==> src/rtl/msx_pkg.sv <==
package msx_pkg;

   // CPU bus address and data
   typedef logic [15:0] addr_t;
   typedef logic [7:0]  data_t;

   // Primary slot number for one 16 KB page
   typedef logic [1:0]  slot_t;

   // Primary slot register with two bits per page and page 0 in bits 1:0
   typedef logic [7:0]  slot_cfg_t;

   // Signed audio sample of one channel
   typedef logic signed [15:0] sample_t;

   // Number of wait cycles after an M1 rise
   typedef logic [2:0]  wait_t;

   // I/O port addresses matched against addr[7:0]
   localparam data_t PORT_SLOT  = 8'hA8;
   localparam data_t PORT_PPI_C = 8'hAA;

   // Port C bit positions
   localparam int PPI_C_MOTOR_BIT = 4;
   localparam int PPI_C_CLICK_BIT = 7;

endpackage

==> src/rtl/wait_gen.sv <==
`timescale 1ns/10ps

module wait_gen (
   input  logic             clock_bus,
   input  logic             rst,
   input  logic             m1,
   input  msx_pkg::wait_t   wait_cfg,
   input  logic             ext_wait,
   output logic             wait_n
);

   import msx_pkg::*;

   logic  m1_prev;
   logic  m1_rise;
   wait_t wait_count;

   assign m1_rise = m1 && !m1_prev;

   // Down-counter loaded on each M1 rise
   always_ff @(posedge clock_bus) begin
      if (rst) begin
         m1_prev    <= 1'b0;
         wait_count <= '0;
      end else begin
         m1_prev <= m1;
         if (m1_rise) begin
            wait_count <= wait_cfg;
         end else if (wait_count != '0) begin
            wait_count <= wait_count - 3'd1;
         end
      end
   end

   // External wait acts in the same cycle
   assign wait_n = (wait_count == '0) && !ext_wait;

endmodule

==> config.mk <==
export PLATFORM = sky130hd
export DESIGN_NAME = wait_gen
export DESIGN_NICKNAME = d
export VERILOG_FILES = /design/src/rtl/msx_pkg.sv /design/src/rtl/wait_gen.sv
export SDC_FILE = /design/constraint.sdc
export NUM_CORES = 1
export LEC_CHECK = 0
export ABC_AREA = 1
export BUFFER_PORTS_ARGS = -buffer_cell sky130_fd_sc_hd__clkbuf_2
export CAP_MARGIN = 20
export CORE_AREA = 2 2 39 41
export CTS_BUF_LIST = sky130_fd_sc_hd__clkbuf_8
export DETAILED_ROUTE_END_ITERATION = 6
export DIE_AREA = 0 0 41 43
export GPL_ROUTABILITY_DRIVEN = 0
export GPL_TIMING_DRIVEN = 0
export PLACE_DENSITY = 0.36
export SYNTH_ARGS = -nofsm -noshare
export SYNTH_HDL_FRONTEND = slang
export SYNTH_SLANG_ARGS = --single-unit
==> constraint.sdc <==
create_clock -name clock_bus -period 1.25 [get_ports clock_bus]
set_clock_uncertainty 0.1 [all_clocks]
set_input_delay 0.25 -clock clock_bus [delete_from_list [all_inputs] [get_ports clock_bus]]
set_output_delay 0.25 -clock clock_bus [all_outputs]
set_load 0.01 [all_outputs]
### Word level (Yosys, flattened, before mapping)

Cells that the tools add are included.

* word-level logic and storage cells: 12
* register bits: 4
* output and inout bits: 1

* reductions and logical operators: 7
* mux-type cells: 2
* add/subtract/negate cells: 1

Operators by type and width (count)
* two-way mux 3 bit: 2
* logical NOT 3 bit: 1
* nonzero test 3 bit: 1
* subtractor 3 x 1 -> 3 bit, second input constant: 1
* logical AND 1 bit: 2
* logical NOT 1 bit: 2
* nonzero test 2 bit: 1

### Logic depth before layout (Yosys ltp)

* depth after elaboration: 3
* mapped depth: 8
* depth with buffers taken out: 8

### Worst setup path before layout

No wires, ideal clock.

* kind: reg-to-output
* from: register wait_count[0]
* to: output wait_n
* arrival time: 0.816 ns
* cell stages (with the launch flop): 5
* path slack: 0.084 ns
* required time: 0.900 ns
* path buffers: 0
* path through: dfxtp_1 -> inv_1 -> ha_1 -> inv_1 -> nor3_1

* word-level cells in the longest chain between the ends: 2

Ends and longest elaborated chain
* from (decl): line wait_gen.sv:16 `wait_t wait_count;`
* from (signal assigned): line wait_gen.sv:28 `wait_count <= wait_cfg;`
* from (signal assigned): line wait_gen.sv:30 `wait_count <= wait_count - 3'd1;`
* logical NOT 3 bit: line wait_gen.sv:36 `assign wait_n = (wait_count == '0) && !ext_wait;`
* logical AND 1 bit: line wait_gen.sv:36
* to (decl): line wait_gen.sv:9 `output logic wait_n`

No other way between the ends.

### Worst setup path after layout

Ends and elaborated chain as after synthesis.

==> impl_metrics.toml <==
[status]
status = "complete, but fails checks"
violations = "setup timing"

[synthesis]
yosys.area.top_type = "dfxtp_1"
synth_cell_types = 10
ys_seq_area_frac = 0.322
yosysWarnings = 0
synth_area_per_cell_um2 = 6.22
synth_top_area_frac = 0.322
synth_edf_count = 0
syn_nets = 49
yosys.cell_count.top_type = "inv_1"
netlist_instances = 40
synth_area_leaders = "dfxtp_1 (32%), inv_1 (15%), nor2_1 (14%)"
synth_ff_type = "dfxtp_1"
yosys-top-cells-count = "inv_1 (10), nor2_1 (9), nand2_1 (7)"
async_flop_share = 0
synth-seq-cells = 4
syn_area_um2 = 249

[worst_setup_path]
crit_top_cell = "inv_2"
path_cells = "inv_2 -> ha_4 -> inv_2 -> nor3_2 -> buf_2"
worst_path_max_delay_cell = "dfxtp_2"
cp_max_fo = 2
crit_end = "wait_n"
setup.worst_path.start = "wait_count[0]"
startpoint_type = "register"
crit_type = "reg -> out"
r2r_slack_ns = 0.07
cpPeakStageDelay_ns = 0.31
r2r-start = "wait_count[0]"
ff2ff_path_depth = 6
critPathArrivalTime_ns = 0.98
reg2reg_to = "wait_count[2]"
endpoint_kind = "output port"
crit_required_ns = 0.90

[sta]
worst_pin_slew_ns = 0.162
fin_crit_sh = 1.07
hold_viol = 0
finalSetupViolCount = 1
relSlewSlack = 0.892
fin_crit_ns = 1.33
layout_setup_ws_ns = -0.0829
max_freq_ghz = 0.750
timing.hold.ws_ns = 0.102
rsz0062_at_grt = "yes"
finalMaxSlewViolations = 0

[route]
drt_iter0_drc = 0
routed_wl_um = 515
routedWlPerCell_um = 7.57
dr.pass1.iters = 1
drtAntennaViolNets = 0
viasPerCell = 3.72
vias = 253
drcViolationCount = 0

[cts]
h-tree-depth = 1
cts.sinks = 4
clk_latency_ns = 0.22
clk_pin_slew_ns = 0.03
cts_tree = "yes"
clockBufferDepth = 2
numCtsBuffers = 3
hold_buffers = 0
cts_root_buffer = "clkbuf_8"

[grt]
antenna_found_initial = 0
grt_pass1_wl_um = 869
grt_max_degree = 7
grt_pass1_vias = 219
grt_remaining_overflow = 0
grtUsageTotal = 0.0822

[power]
power.ir.vdd_worst_mv = 0.571
seqPwrFrac = 0.257
internal-power_w = 0.000464
pwr-share-clk = 0.412
power.leakage_nw = 0.214
powerDensity_nw_per_um2 = 1780
p_sw_frac = 0.311
finalPower_w = 0.000673
comb_power_share = 0.331
p_sw_w = 0.000209

[layout]
drive_above_1_share = 0.385
fillers = 163
n_antenna_cell = 0
fin_nets = 63
area_delta_synth_final_pct = 52.3

[flow_run]
maxCapViolCount = 0

[floorplanning]
dieArea_um2 = 1760
initial_core_util = 0.180
rows = 14
die_w_um = 41
io_pins = 8
core_region_area_um2 = 1380
die_h_um = 43

[placement]
dp_slack_ns = 0.0326
hpwlAfterDp_um = 368
port_buffers = 7

[min_path]
hp-class = "in -> reg"
-- worst min-delay path by stage --
| stage | end | startpoint | slack [ns] | depth (start not counted) |
|---|---|---|---|---|
| final | m1_prev | rst | 0.10 | 2 |
| after global routing | m1_prev | rst | 0.11 | 2 |
| after CTS | m1_prev | rst | 0.10 | 2 |
| after detailed placement | m1_prev | rst | 0.33 | 2 |
| after global placement | m1_prev | rst | 0.33 | 2 |
| after floorplan | m1_prev | rst | 0.22 | 1 |
-- cell type report --
class | instances | area [um^2] | share of cell area
Multi-Input combinational cell | 26 | 149 | 0.393
Inverter | 10 | 37.5 | 0.0990
Sequential cell | 4 | 81.3 | 0.215
Timing Repair Buffer | 9 | 50.0 | 0.132
Tap cell | 16 | 20.0 | 0.0528
Clock buffer | 3 | 41.3 | 0.109
-- layer usage --
layer	GRT usage	routed length [um]	up-vias
li1	-	-	141
met4	0.0400	11	0
met5	0	0	-
met2	0.0906	200	11
met1	0.0929	232	99
met3	0.0942	71	2
-- placed cells by master, fill, tap and decap left out --
master and count:
buf_4 2, dfxtp_2 1, buf_2 1, nand2_1 7
ha_1 1, xor2_1 1, ha_4 1, nor3_2 1
inv_1 7, dfxtp_1 3, nor2_1 9, nor2_2 1
inv_2 3, nand3_1 4, clkbuf_2 6, nand2_2 1
clkbuf_8 3
-- power by group through the flow --
stage	sequential [W]	combinational [W]	clock (W)
5_1_grt	0.000175	0.000270	0.000304
3_5_place_dp	0.000169	0.000178	0
2_1_floorplan	0.000166	0.000140	0
3_3_place_gp	0.000169	0.000182	0
4_1_cts	0.000173	0.000215	0.000285
6_report	0.000173	0.000223	0.000277
-- what timing repair did --
item                                    in CTS  in global routing
gates resized for setup                      7                  1
pin swaps                                    2                  1
endpoints found under the setup margin       1                  1
buffers inserted                             1                  1
-- critical path: cells and delay by family, from the launching register on --
family / cells / cell delay (ns)
buffers and inverters: 3 / 0.25
adder cells (fa/ha/maj): 1 / 0.12
AND/OR/NAND/NOR: 1 / 0.08
flip-flops: 1 / 0.31
-- sequential cells by signal, indices dropped and copies added, names as in the netlist --
name and count:
m1_prev 1, wait_count 3
-- logic make-up (layout without fill, tap and decap cells) --
group / count (synthesis) / in the layout / share of synthesized area
buffers and inverters: 10 / 22 / 0.151
AND/OR/NAND/NOR: 23 / 23 / 0.392
flip-flops: 4 / 4 / 0.322
adder cells (fa/ha/maj): 2 / 2 / 0.100
XOR/XNOR: 1 / 1 / 0.0352
-- through the flow --
step	TNS (ns)	utilization	std cells	area [um^2]
after floorplan	0	-	40	249
after global placement	0	0.220	63	304
after detailed placement	0	0.220	63	304
after CTS	-0.140	0.269	67	372
after global routing	-0.168	0.274	68	379
final	-0.0829	0.274	68	379
Note: power is estimated with default switching activity, not from simulation.
