File: src/rtl/msx_pkg.sv
package msx_pkg;

   // CPU bus address and data
   typedef logic [15:0] addr_t;
   typedef logic [7:0]  data_t;

   // Primary slot number for one 16 KB page
   typedef logic [1:0]  slot_t;

   // Primary slot register with two bits per page and page 0 in bits 1:0
   typedef logic [7:0]  slot_cfg_t;

   // Signed audio sample of one channel
   typedef logic signed [15:0] sample_t;

   // Number of wait cycles after an M1 rise
   typedef logic [2:0]  wait_t;

   // I/O port addresses matched against addr[7:0]
   localparam data_t PORT_SLOT  = 8'hA8;
   localparam data_t PORT_PPI_C = 8'hAA;

   // Port C bit positions
   localparam int PPI_C_MOTOR_BIT = 4;
   localparam int PPI_C_CLICK_BIT = 7;

endpackage

File: src/rtl/audio_mix.sv
`timescale 1ns/10ps

module audio_mix (
   input  logic              clock_bus,
   input  logic              rst,
   input  msx_pkg::sample_t  device_sound_l,
   input  msx_pkg::sample_t  device_sound_r,
   input  logic              keybeep,
   input  logic              tape_in,
   input  logic              tape_motor_on,
   output msx_pkg::sample_t  audio_l,
   output msx_pkg::sample_t  audio_r
);

   import msx_pkg::*;

   logic [9:0]  sys_sound;
   logic [16:0] sum_l;
   logic [16:0] sum_r;

   // Clip a 17-bit sum into one output sample
   function automatic sample_t saturate(input logic [16:0] sum);
      sample_t result;
      case (sum[16:14])
         3'b000, 3'b111: result = {sum[16], sum[13:0], 1'b0};
         default:        result = sum[16] ? 16'h8000 : 16'h7FFF;
      endcase
      return result;
   endfunction

   // Key click plus tape monitor while the motor is stopped
   assign sys_sound = {keybeep, 9'd0} + {1'b0, tape_in && !tape_motor_on, 8'd0};

   // Sign-extend each device sample before the add
   assign sum_l = {device_sound_l[15], device_sound_l} + {7'd0, sys_sound};
   assign sum_r = {device_sound_r[15], device_sound_r} + {7'd0, sys_sound};

   always_ff @(posedge clock_bus) begin
      if (rst) begin
         audio_l <= '0;
         audio_r <= '0;
      end else begin
         audio_l <= saturate(sum_l);
         audio_r <= saturate(sum_r);
      end
   end

endmodule

File: config.mk
export PLATFORM = sky130hd
export DESIGN_NAME = audio_mix
export DESIGN_NICKNAME = d
export VERILOG_FILES = /design/src/rtl/msx_pkg.sv /design/src/rtl/audio_mix.sv
export SDC_FILE = /design/constraint.sdc
export NUM_CORES = 1
export LEC_CHECK = 0
export BUFFER_PORTS_ARGS = -buffer_cell sky130_fd_sc_hd__buf_2
export CAP_MARGIN = 20
export CORE_MARGIN = 4
export CORE_UTILIZATION = 48
export CTS_CLUSTER_SIZE = 24
export DETAILED_ROUTE_END_ITERATION = 8
export PLACE_DENSITY = 0.91
export SLEW_MARGIN = 0
export SYNTH_ARGS = -nofsm -noshare
export SYNTH_HDL_FRONTEND = slang
export SYNTH_SLANG_ARGS = --single-unit
File: constraint.sdc
create_clock -name clock_bus -period 5.8 [get_ports clock_bus]
set_input_delay 1.45 -clock clock_bus [delete_from_list [all_inputs] [get_ports clock_bus]]
set_output_delay 1.45 -clock clock_bus [all_outputs]
set_load 0.02 [all_outputs]
---- Word-level counts from Yosys, hierarchy flattened ----
Index checks and enable logic that the tools add are counted.
word-level totals
  bits of input ports ..................... 37
  output and inout bits ................... 32
  latch bits .............................. 0
  memories ................................ 0
  word-level logic and storage cells ...... 21
  bits in writable memories ............... 0
  bits in read-only memories .............. 0
  register bits ........................... 32
cells by class
  shift-type cells ........................ 0
  div/mod/pow operators ................... 0
  $mul .................................... 0
  eq/ne operators ......................... 2
  bitwise operators ....................... 0
  add/subtract/negate cells ............... 3
  reductions and logical operators ........ 8
  order comparisons ....................... 0
  multiplexer cells ....................... 4
operators with widths
  kind                  number
  $mux W16              4
  $add A16 B11 Y17      2
  $add A10 B9 Y10       1
  $eq A3 B3 Y1 const B  2
  $logic_not A3 Y1      2
  $reduce_or A3 Y1      2
  $reduce_or A2 Y1      2
  $logic_and A1 B1 Y1   1
  $logic_not A1 Y1      1

---- Longest topological paths before layout ----
  word-level depth ........................ 7
  depth in mapped cells ................... 11
  mapped depth without buffers ............ 9

---- Worst setup path before layout ----
Ideal clock, no wire load.
  path type ............................... input to register
  start ................................... input tape_in
  end ..................................... register audio_r[5]
  arrival ................................. 3.458 ns
  path slack .............................. 2.284 ns
  stages .................................. 11
  path buffers ............................ 2
  data required time ...................... 5.742 ns
  cell sequence ........................... nor2b_1 ha_1 inv_1 fa_1 and3b_1 buf_6 nand3_1 xnor2_1 a211oi_2 buf_6 a21o_1
on the way
  longest elaborated chain between the ends .. 6
  elaborated cells on any way between the ends .. 8
  those cells by class .................... add/sub: 2; eq/ne: 1; mux: 2; reduce/logical: 3
ends and longest elaborated chain
  element                                           line             text
  from (decl)                                       audio_mix.sv:9   input logic tape_in,
  $logic_and A1 B1 Y1 (*)                           audio_mix.sv:32  assign sys_sound = {keybeep, 9'd0} + {1'b0, tape_in && !tape_motor_on, 8'd0};
  $add A10 B9 Y10 (*)                               audio_mix.sv:32
  $add A16 B11 Y17 (*)                              audio_mix.sv:36  assign sum_r = {device_sound_r[15], device_sound_r} + {7'd0, sys_sound};
  $eq A3 B3 Y1 or $logic_not A3 Y1 (tied branches)  audio_mix.sv:24  case (sum[16:14])
  $reduce_or A2 Y1                                  audio_mix.sv:24
  $mux W16 (*)                                      audio_mix.sv:24
  to (signal assigned)                              audio_mix.sv:44  audio_r <= saturate(sum_r);
  to (decl)                                         audio_mix.sv:12  output msx_pkg::sample_t audio_r
Every way passes the cells marked *; elsewhere a longest branch is shown, timed or not.
A chain may end at the register's enable or synchronous reset.

---- Worst setup path in the final report ----
  start ................................... input tape_motor_on
  end ..................................... register audio_r[10]
on the way
  longest elaborated chain between the ends .. 7
  elaborated cells on any way between the ends .. 9
  those cells by class .................... add/sub: 2; eq/ne: 1; mux: 2; reduce/logical: 4
ends and longest elaborated chain
  element                                           line             text
  from (decl)                                       audio_mix.sv:10  input logic tape_motor_on,
  $logic_not A1 Y1 (*)                              audio_mix.sv:32
  $logic_and A1 B1 Y1 (*)                           audio_mix.sv:32
  $add A10 B9 Y10 (*)                               audio_mix.sv:32
  $add A16 B11 Y17 (*)                              audio_mix.sv:36
  $eq A3 B3 Y1 or $logic_not A3 Y1 (tied branches)  audio_mix.sv:24
  $reduce_or A2 Y1                                  audio_mix.sv:24
  $mux W16 (*)                                      audio_mix.sv:24
Marks and branches as above.

==> reports/qor.yml <==
hold_path:
  worstHoldEndpoint: "audio_r[3]"
  whs_path_depth: 2
  hp-class: "input port to flop"
  hold_start: "device_sound_r[2]"
timing:
  drv_slew: 0
  min_period_ns: 3.79
  worst_pin_slew_ns: 0.955
  relSlewSlack: 0.363
  setup_violations: 0
  hold_viol_final: 0
  rsz0062_at_grt: "no"
  fin_crit_sh: 0.654
  setup_tns_ns: 0
  fmax_mhz: 264
die:
  core_um2: 2780
  dieArea_um2: 3860
  die_h_um: 62.2
  start_util: 0.506
  io_pins: 69
  placementRows: 19
  die_x_um: 62.2
global_route:
  antenna_found_initial: 0
  grt_use_total: 0.167
  grt_pass1_wl_um: 5350
  grt_pass1_vias: 1264
  gr-total-overflow: 0
  grt_start_max_net_pins: 16
cells_and_area:
  antenna_cells: 0
  syn2layout_area_growth_pct: 29.0
  fillCellCount: 247
  fin_nets: 248
  regArea_um2: 641
  multi_input_area_um2: 686
  final_cell_area_um2: 1820
  drive_gt1_frac: 0.400
logic_synthesis:
  avgSynthCellArea_um2: 10.4
  synth-main-ff-cell: "dfxtp_1"
  synth_area_leaders: "dfxtp_1 (46%), a21o_1 (17%), xnor2_1 (5.0%), ha_1 (3.6%), fa_1 (2.8%)"
  synth_edf_count: 0
  synth_cell_types: 36
  synth_most_common_cell: "dfxtp_1"
  yosys_warnings: 0
  async_flop_share: 0
  syn_nets: 178
  synth_common_cells: "dfxtp_1 (32), a21o_1 (31), inv_1 (10), xnor2_1 (8), nor2_1 (7)"
  yosys.area.top_type: "dfxtp_1"
  synth.top_cell.area_share: 0.455
  synth-seq-cells: 32
  ys_seq_area_frac: 0.455
  synth_cells: 135
  synth_area_um2: 1410
routing:
  drt-pass1-iter-count: 4
  met1Wirelength_um: 1230
  antenna_left: 0
  routed_wl_um: 3040
  drc: 0
  vias_per_cell: 5.08
  top_layer_used: "met4"
  dr_wl_met2_um: 1590
  met3WireLength_um: 166
  routedWlPerCell_um: 12.9
  drtIter0Drc: 48
  vias: 1198
critical_path:
  endpoint_kind: "flop"
  cp-start-kind: "input port"
  cp.required_ns: 6.06
  critPathArrivalTime_ns: 4.06
  critPathKind: "input port to flop"
  crit_fanout: 14
cts:
  cts_tree: "done"
  htree_levels: 2
  cts.path.max_buffers: 2
  cts.clk_slew.worst_paths_ns: 0.09
  ctsHoldBuffers: 0
  clock-root-buffer: "clkbuf_4"
  postCtsResizedCells: 0
  post_cts_buffers: 0
  cts_inserted_buffers: 5
  cts_sinks: 32
flow_run:
  cap_viol_max_count: 0
placed_design:
  hpwl_um: 2350
  dpl_cell_area_um2: 1750
  port_buffers: 68
  globalplace.congestion: 0.819
run_status:
  outcome: "complete, no violations"
power:
  powerDensity_nw_per_um2: 271
  ir_drop_mv: 0.211
  p_leak_nw: 1.10
cell type report:
cell class,count,area share
Tap cell,31,0.0214
Clock buffer,7,0.0358
Sequential cell,32,0.353
Multi-Input combinational cell,87,0.378
Timing Repair Buffer,69,0.192
Inverter,10,0.0207
state kept, by name (all words and copies together), names as in the netlist:
name / flops
audio_l: 16
audio_r: 16
routing by layer:
layer | GRT usage | up-vias
met3 | 0.0378 | 5
met2 | 0.299 | 41
met1 | 0.180 | 545
met5 | 0 | -
met4 | 0.0840 | 0
li1 | - | 607
logic make-up (layout without fill, tap and decap cells):
kind of cell | count (synthesis) | in the layout | synth area share
xor gates and xnor gates | 9 | 9 | 0.0560
DFF | 32 | 32 | 0.455
muxes | 1 | 1 | 0.00711
adders and majority gates | 6 | 6 | 0.0640
AOI/OAI and AO/OA | 44 | 44 | 0.252
and+or+nand+nor | 27 | 27 | 0.108
buffers and inverters | 16 | 86 | 0.0578
layout by cell type, fill, tap and decap left out, drive strengths merged, types with 4 or more instances in the layout:
cell type / Yosys / layout
buf: 5 / 69
dfxtp: 32 / 32
a21o: 31 / 31
inv: 10 / 10
xnor2: 8 / 8
nor2: 7 / 7
clkbuf: 1 / 7
nand2: 6 / 6
a21oi: 4 / 4
ha: 4 / 4
metrics by stage:
step | hold WS (ns) | util | worst slack, ns | instances | total power, mW
2_1_floorplan | 1.53 | - | 2.28 | 135 | 0.320
3_3_place_gp | 1.64 | 0.629 | 1.80 | 229 | 0.358
3_5_place_dp | 1.65 | 0.629 | 1.72 | 229 | 0.361
4_1_cts | 1.30 | 0.653 | 2.03 | 236 | 0.498
5_1_grt | 1.31 | 0.653 | 1.85 | 236 | 0.517
6_report | 1.31 | 0.653 | 2.01 | 236 | 0.492
critical path, cell delays in order:
cell and delay, ns:
buf_2 0.10, nor2b_1 0.15, ha_1 0.20, inv_1 0.05
fa_1 0.39, and3b_1 0.32, nand3_1 0.21, xnor2_1 0.19
a211oi_2 0.77, a21o_1 0.23
where the power goes:
group | switching, mW | internal [mW]
clock network | 0.0685 | 0.0687
registers | 0.00386 | 0.239
logic | 0.0652 | 0.0467
total | 0.138 | 0.355
worst max path at each step:
stage	start	end	slack (ns)
final	tape_motor_on	audio_r[10]	2.01
after detailed placement	tape_motor_on	audio_r[10]	1.72
after CTS	tape_motor_on	audio_r[10]	2.03
after floorplan	tape_in	audio_r[5]	2.28
after global placement	tape_motor_on	audio_r[9]	1.80
after global routing	tape_motor_on	audio_r[10]	1.85
Note: power is estimated with default switching activity, not from simulation.
