File: config.mk
export PLATFORM = sky130hd
export DESIGN_NAME = ppi_ports
export DESIGN_NICKNAME = d
export VERILOG_FILES = /design/src/rtl/msx_pkg.sv /design/src/rtl/ppi_ports.sv
export SDC_FILE = /design/constraint.sdc
export NUM_CORES = 1
export LEC_CHECK = 0
export ABC_CLOCK_PERIOD_IN_PS = 4700
export BUFFER_PORTS_ARGS = -buffer_cell sky130_fd_sc_hd__buf_4
export CAP_MARGIN = 20
export CORE_MARGIN = 1.5
export CORE_UTILIZATION = 51
export DETAILED_ROUTE_END_ITERATION = 8
export GPL_ROUTABILITY_DRIVEN = 1
export PLACE_DENSITY_LB_ADDON = 0.25
export SETUP_SLACK_MARGIN = 0.3
export SLEW_MARGIN = 10
export SYNTH_ARGS = -nofsm -noshare
export SYNTH_HDL_FRONTEND = slang
export SYNTH_SLANG_ARGS = --single-unit
File: constraint.sdc
create_clock -name clock_bus -period 4.7 [get_ports clock_bus]
set_clock_uncertainty 0.05 [all_clocks]
set_input_delay 0.94 -clock clock_bus [delete_from_list [all_inputs] [get_ports clock_bus]]
set_output_delay 0.94 -clock clock_bus [all_outputs]
set_load 0.005 [all_outputs]
File: src/rtl/msx_pkg.sv
package msx_pkg;

   // CPU bus address and data
   typedef logic [15:0] addr_t;
   typedef logic [7:0]  data_t;

   // Primary slot number for one 16 KB page
   typedef logic [1:0]  slot_t;

   // Primary slot register with two bits per page and page 0 in bits 1:0
   typedef logic [7:0]  slot_cfg_t;

   // Signed audio sample of one channel
   typedef logic signed [15:0] sample_t;

   // Number of wait cycles after an M1 rise
   typedef logic [2:0]  wait_t;

   // I/O port addresses matched against addr[7:0]
   localparam data_t PORT_SLOT  = 8'hA8;
   localparam data_t PORT_PPI_C = 8'hAA;

   // Port C bit positions
   localparam int PPI_C_MOTOR_BIT = 4;
   localparam int PPI_C_CLICK_BIT = 7;

endpackage

File: src/rtl/ppi_ports.sv
`timescale 1ns/10ps

module ppi_ports (
   input  logic             clock_bus,
   input  logic             rst,
   input  msx_pkg::addr_t   addr,
   input  msx_pkg::data_t   cpu_dout,
   input  logic             iorq,
   input  logic             rd,
   input  logic             wr,
   output msx_pkg::data_t   ppi_data,
   output logic             ppi_oe,
   output msx_pkg::slot_t   active_slot,
   output logic             keybeep,
   output logic             tape_motor_on
);

   import msx_pkg::*;

   slot_cfg_t slot_cfg;
   data_t     port_c;

   logic hit_slot;
   logic hit_port_c;
   logic port_rd;

   // Port decode on the low address byte only
   assign hit_slot   = iorq && (addr[7:0] == PORT_SLOT);
   assign hit_port_c = iorq && (addr[7:0] == PORT_PPI_C);
   assign port_rd    = rd && (hit_slot || hit_port_c);

   // Control registers and read strobe
   always_ff @(posedge clock_bus) begin
      if (rst) begin
         slot_cfg <= '0;
         port_c   <= '0;
         ppi_oe   <= 1'b0;
      end else begin
         if (wr && hit_slot) begin
            slot_cfg <= cpu_dout;
         end
         if (wr && hit_port_c) begin
            port_c <= cpu_dout;
         end
         ppi_oe <= port_rd;
      end
   end

   // Read data is valid together with ppi_oe
   always_ff @(posedge clock_bus) begin
      if (port_rd) begin
         if (hit_slot) begin
            ppi_data <= slot_cfg;
         end else begin
            ppi_data <= port_c;
         end
      end
   end

   // Page select by addr[15:14]
   always_comb begin
      case (addr[15:14])
         2'd0:    active_slot = slot_cfg[1:0];
         2'd1:    active_slot = slot_cfg[3:2];
         2'd2:    active_slot = slot_cfg[5:4];
         default: active_slot = slot_cfg[7:6];
      endcase
   end

   assign keybeep = port_c[PPI_C_CLICK_BIT];

   // Motor bit is active low
   assign tape_motor_on = ~port_c[PPI_C_MOTOR_BIT];

endmodule

### After elaboration in Yosys (flattened, before gate mapping)

Index checks and enable logic that the tools add are counted.

| word-level totals | value |
|---|---|
| register bits after elaboration | 25 |
| input bits | 29 |
| output and inout port bits | 13 |
| word-level logic and storage cells | 18 |

| operators by class | value |
|---|---|
| equality and inequality tests | 4 |
| muxes and demuxes | 2 |
| bitwise logic cells | 1 |
| reduce and logical (&&, ||, !) cells | 7 |

Operators with widths:

| operator | number |
|---|---|
| 8-bit equality test, second input constant | 2 |
| 8-bit two-way mux | 1 |
| 2-bit case mux with 3 select lines | 1 |
| 1-bit logical AND | 5 |
| 2-bit by 1-bit equality test with 1-bit output, second input constant | 1 |
| 2-bit equality test, second input constant | 1 |
| 2-bit logical NOT | 1 |
| 1-bit logical OR | 1 |
| 1-bit inverter | 1 |

### Logic depth before layout (Yosys ltp)

| depth | value |
|---|---|
| depth in word-level cells | 4 |
| mapped depth | 4 |

### Least setup slack after synthesis

Ideal clock, no wire load.

| timing path | value |
|---|---|
| path kind | in2reg |
| from | in addr[0] |
| to | reg ppi_data[0], enable pin |
| setup time | 0.383 ns |
| data arrival time | 2.228 ns |
| setup slack | 2.039 ns |
| stages | 3 |
| cells stage by stage | or4b_1 > buf_6 > nor3_1 |

| between the ends | value |
|---|---|
| longest elaborated chain between the ends | 4 |
| elaborated cells between the ends (all ways) | 6 |
| classes of those cells | 2 x eq/ne; 4 x reduce/logical |

RTL lines:

| item | line | source |
|---|---|---|
| from (decl) | ppi_ports.sv:6 | `input msx_pkg::addr_t addr,` |
| 8-bit equality test (on tied branches) | ppi_ports.sv:28, ppi_ports.sv:29 |  |
| 1-bit logical AND (on tied branches) | ppi_ports.sv:28, ppi_ports.sv:29 |  |
| 1-bit logical OR * | ppi_ports.sv:30 | `assign port_rd = rd && (hit_slot \|\| hit_port_c);` |
| 1-bit logical AND * | ppi_ports.sv:30 |  |
| net port_rd | ppi_ports.sv:25 | `logic port_rd;` |
| to (signal assigned) | ppi_ports.sv:53 | `ppi_data <= slot_cfg;` |
| to (signal assigned) | ppi_ports.sv:55 | `ppi_data <= port_c;` |
| to (decl) | ppi_ports.sv:11 | `output msx_pkg::data_t ppi_data,` |

The timed path passes the listed nets; every way through them passes the cells marked *.
A chain may end at the register's enable or synchronous reset.

### Worst setup path in the final report

| timing path | value |
|---|---|
| from | in addr[14] |
| to | out active_slot[0] |

| between the ends | value |
|---|---|
| longest elaborated chain between the ends | 2 |
| elaborated cells between the ends (all ways) | 4 |
| classes of those cells | 2 x eq/ne; 1 x mux; 1 x reduce/logical |

RTL lines:

| item | line | source |
|---|---|---|
| 2-bit equality test (tied with other cells) | ppi_ports.sv:62 | `case (addr[15:14])` |
| 2-bit case mux with 3 select lines * | ppi_ports.sv:62 |  |
| to (decl) | ppi_ports.sv:13 | `output msx_pkg::slot_t active_slot,` |

Mark *: on every way between the ends. The rest lies on a longest branch, timed or not.

==> flow_results.xml <==
<?xml version="1.0" encoding="UTF-8"?>
<metrics>
  <group name="power">
    <metric name="peak_supply_drop" unit="µV">169</metric>
    <metric name="power_density" unit="mW/mm²">234</metric>
    <metric name="power.total" unit="mW">0.342</metric>
    <metric name="static-leakage-power" unit="nW">0.605</metric>
  </group>
  <group name="setup_path">
    <metric name="critPathSlowestCell" unit="">sky130_fd_sc_hd__mux4_2</metric>
    <metric name="setup.worst_path.class" unit="">in2out</metric>
    <metric name="setup.worst_path.start_class" unit="">input pin</metric>
    <metric name="timing.critical_path.max_delay_family" unit="">multiplexers</metric>
    <metric name="timing.critical_path.fanout_max" unit="">2</metric>
    <metric name="cp-end-kind" unit="">output port</metric>
    <metric name="timing.critical_path.required" unit="ns">3.71</metric>
    <metric name="critPathBufInv" unit="">2</metric>
    <metric name="timing.critical_path.cells" unit="">buf_4, mux4_2, buf_4</metric>
    <metric name="cpMostUsedCell" unit="">sky130_fd_sc_hd__buf_4</metric>
    <metric name="worst_ep_arrival_time" unit="ns">1.68</metric>
    <metric name="critPathMaxStageDelay" unit="ns">0.49</metric>
  </group>
  <group name="global_route">
    <metric name="antenna_found_initial" unit="">0</metric>
    <metric name="grt_remaining_overflow" unit="">0</metric>
    <metric name="global_route_wire_length_before_repair" unit="µm">3310</metric>
    <metric name="grt_pass1_vias" unit="">748</metric>
    <metric name="grt_start_max_net_pins" unit="">26</metric>
    <metric name="global_route.usage.total" unit="%">17.6</metric>
  </group>
  <group name="cts">
    <metric name="clock_path_buffers" unit="">2</metric>
    <metric name="cts_buffers" unit="">3</metric>
    <metric name="clock_tree.htree_level_count" unit="">1</metric>
    <metric name="ctsHoldBuffers" unit="">0</metric>
    <metric name="post_cts_resize_count" unit="">0</metric>
    <metric name="clock_tree_from_tritoncts" unit="">built</metric>
    <metric name="clock_sink_count" unit="">25</metric>
    <metric name="cts.repair_timing.setup_buffer_count" unit="">0</metric>
    <metric name="clock_latency" unit="ns">0.31</metric>
    <metric name="cts.root.buffer_cell" unit="">sky130_fd_sc_hd__clkbuf_4</metric>
    <metric name="clk_pin_slew" unit="ns">0.13</metric>
  </group>
  <group name="synth">
    <metric name="synth_unique_cells" unit="">17</metric>
    <metric name="syn_nets" unit="">118</metric>
    <metric name="post_synth_main_area_contributors" unit="">sky130_fd_sc_hd__dfxtp_1 (30%), sky130_fd_sc_hd__edfxtp_1 (21%), sky130_fd_sc_hd__mux2i_1 (14%)</metric>
    <metric name="synth_area" unit="mm²">0.00115</metric>
    <metric name="synth_instances" unit="">89</metric>
    <metric name="synth.top_cell.area_share" unit="%">29.6</metric>
    <metric name="synth.ff_latch_count" unit="">25</metric>
    <metric name="ys.warnings.count" unit="">0</metric>
    <metric name="synth.largest_area_cell" unit="">sky130_fd_sc_hd__dfxtp_1</metric>
    <metric name="sequential_area_share_after_synthesis" unit="%">50.5</metric>
    <metric name="avgSynthCellArea" unit="µm²">12.9</metric>
  </group>
  <group name="timing">
    <metric name="post-route-worst-setup-slack" unit="ns">2.03</metric>
    <metric name="tns" unit="ns">0</metric>
    <metric name="rsz_0062_raised_after_global_routing" unit="">no</metric>
    <metric name="hold_ws" unit="ns">0.429</metric>
    <metric name="worst_pin_slew" unit="ns">0.719</metric>
    <metric name="timing_hold_violations_final" unit="">0</metric>
    <metric name="maxClockFrequency" unit="GHz">0.374</metric>
    <metric name="post-route-min-period" unit="ns">2.67</metric>
    <metric name="worst_slew_margin_relative_to_its_limit" unit="%">51.7</metric>
    <metric name="setup_viol" unit="">0</metric>
    <metric name="layout_worst_path_cycle_share" unit="%">56.8</metric>
    <metric name="finalMaxSlewViolations" unit="">0</metric>
  </group>
  <group name="finish">
    <metric name="finalNetCount" unit="">156</metric>
    <metric name="fillCellCount" unit="">185</metric>
    <metric name="multi_input_comb_area" unit="µm²">539</metric>
    <metric name="stdcell_count" unit="">154</metric>
    <metric name="antennaDiodeCount" unit="">0</metric>
    <metric name="finished_cell_area" unit="mm²">0.00146</metric>
    <metric name="post_route_cells_drive_above_1_share" unit="%">38.1</metric>
    <metric name="layout.core_utilization" unit="%">67.4</metric>
    <metric name="sequential_cell_area" unit="µm²">581</metric>
    <metric name="syn2layout_area_growth" unit="%">27.2</metric>
  </group>
  <group name="flow_run">
    <metric name="maxCapViolations" unit="">0</metric>
  </group>
  <group name="place">
    <metric name="placed_cell_area" unit="mm²">0.00144</metric>
    <metric name="placed_cells" unit="">150</metric>
    <metric name="place.detailed.hpwl" unit="µm">1520</metric>
    <metric name="place.port_buffers" unit="">35</metric>
    <metric name="placement_stage_worst_setup_slack" unit="ns">1.80</metric>
    <metric name="finalWeightedCongestion" unit="">0.704</metric>
  </group>
  <group name="routing">
    <metric name="wirelength" unit="µm">2020</metric>
    <metric name="detail-route-antenna-nets" unit="">0</metric>
    <metric name="detail_route.iter0.violations" unit="">5</metric>
    <metric name="routed_via_density" unit="">5.05</metric>
    <metric name="drt-pass1-iter-count" unit="">4</metric>
    <metric name="num_vias" unit="">778</metric>
    <metric name="drt_drc_violations_left" unit="">0</metric>
    <metric name="routedWlPerCell" unit="µm">13.1</metric>
  </group>
  <group name="floorplanning">
    <metric name="die_w" unit="µm">50.5</metric>
    <metric name="fp.dieArea" unit="mm²">0.00255</metric>
    <metric name="fp.dieH" unit="µm">50.5</metric>
    <metric name="starting_density" unit="%">53.0</metric>
    <metric name="std_cell_rows" unit="">17</metric>
    <metric name="placeableCoreArea" unit="mm²">0.00217</metric>
    <metric name="pin_count" unit="">42</metric>
  </group>
  <group name="hold_path">
    <metric name="timing.hold.worst.class" unit="">reg2reg</metric>
  </group>
  <group name="status">
    <metric name="status" unit="">finished clean</metric>
  </group>
</metrics>
==> final timing paths <==
check                           depth (start not counted)   startpoint  slack (ns)             end
worst max-delay path                                    3     addr[14]        2.03  active_slot[0]
worst min register to register                          2    port_c[2]        0.43       port_c[2]
worst min-delay path                                    2    port_c[2]        0.43       port_c[2]
worst max register to register                          1  slot_cfg[5]        3.76     ppi_data[5]
==> flip-flops by register name (all words and copies together), names as in the netlist <==
register  count
port_c        8
ppi_data      8
slot_cfg      8
ppi_oe        1
==> cell usage in the layout (no fill, tap or decap), types with 2 or more instances in the layout <==
master                     count
sky130_fd_sc_hd__buf_4        36
sky130_fd_sc_hd__nand2b_1     24
sky130_fd_sc_hd__dfxtp_1      17
sky130_fd_sc_hd__mux2i_1      16
sky130_fd_sc_hd__edfxtp_1      8
sky130_fd_sc_hd__mux2_1        5
sky130_fd_sc_hd__mux2_2        3
sky130_fd_sc_hd__inv_1         3
sky130_fd_sc_hd__clkbuf_4      3
sky130_fd_sc_hd__mux4_2        2
sky130_fd_sc_hd__nor3_4        2
==> cells in the mapped netlist <==
| cell | n |
|---|---|
| sky130_fd_sc_hd__inv_1 | 3 |
| sky130_fd_sc_hd__mux4_2 | 2 |
| sky130_fd_sc_hd__mux2_1 | 5 |
| sky130_fd_sc_hd__edfxtp_1 | 8 |
| sky130_fd_sc_hd__nor3_4 | 2 |
| sky130_fd_sc_hd__nor4_4 | 1 |
| sky130_fd_sc_hd__nor3_1 | 1 |
| sky130_fd_sc_hd__nor4_1 | 1 |
| sky130_fd_sc_hd__clkbuf_1 | 2 |
| sky130_fd_sc_hd__dfxtp_1 | 17 |
| sky130_fd_sc_hd__buf_6 | 1 |
| sky130_fd_sc_hd__or4b_1 | 1 |
| sky130_fd_sc_hd__nand2b_1 | 24 |
| sky130_fd_sc_hd__mux2_2 | 3 |
| sky130_fd_sc_hd__mux2i_1 | 16 |
| sky130_fd_sc_hd__nand2_1 | 1 |
| sky130_fd_sc_hd__nand4b_2 | 1 |
==> cells by family after synthesis <==
kind of cell / count (synthesis) / synth area share, %
muxes: 26 / 25.7
and+or+nand+nor: 32 / 21.2
DFF: 25 / 50.5
buffers and inverters: 6 / 2.61
==> power by group <==
| group | switching [mW] | internal [mW] | total (mW) |
|---|---|---|---|
| clock | 0.0604 | 0.0331 | 0.0935 |
| sequential | 0.0000632 | 0.221 | 0.221 |
| combinational | 0.0102 | 0.0172 | 0.0274 |
==> cell type report <==
type / count / share of cell area [%]
clock buffer: 4 / 1.80
inverter: 3 / 0.770
multi-input combinational: 58 / 36.9
sequential: 25 / 39.7
tap: 28 / 2.40
timing repair buffer: 36 / 18.5
==> per-layer routing <==
metal,global-route usage [%],routed length [µm],vias to the layer above
met2,31.4,1080,17
met3,2.98,71,2
li1,-,-,391
met1,20.9,849,368
met4,6.76,19,0
met5,0,0,-
(Power assumes the default switching activity.)
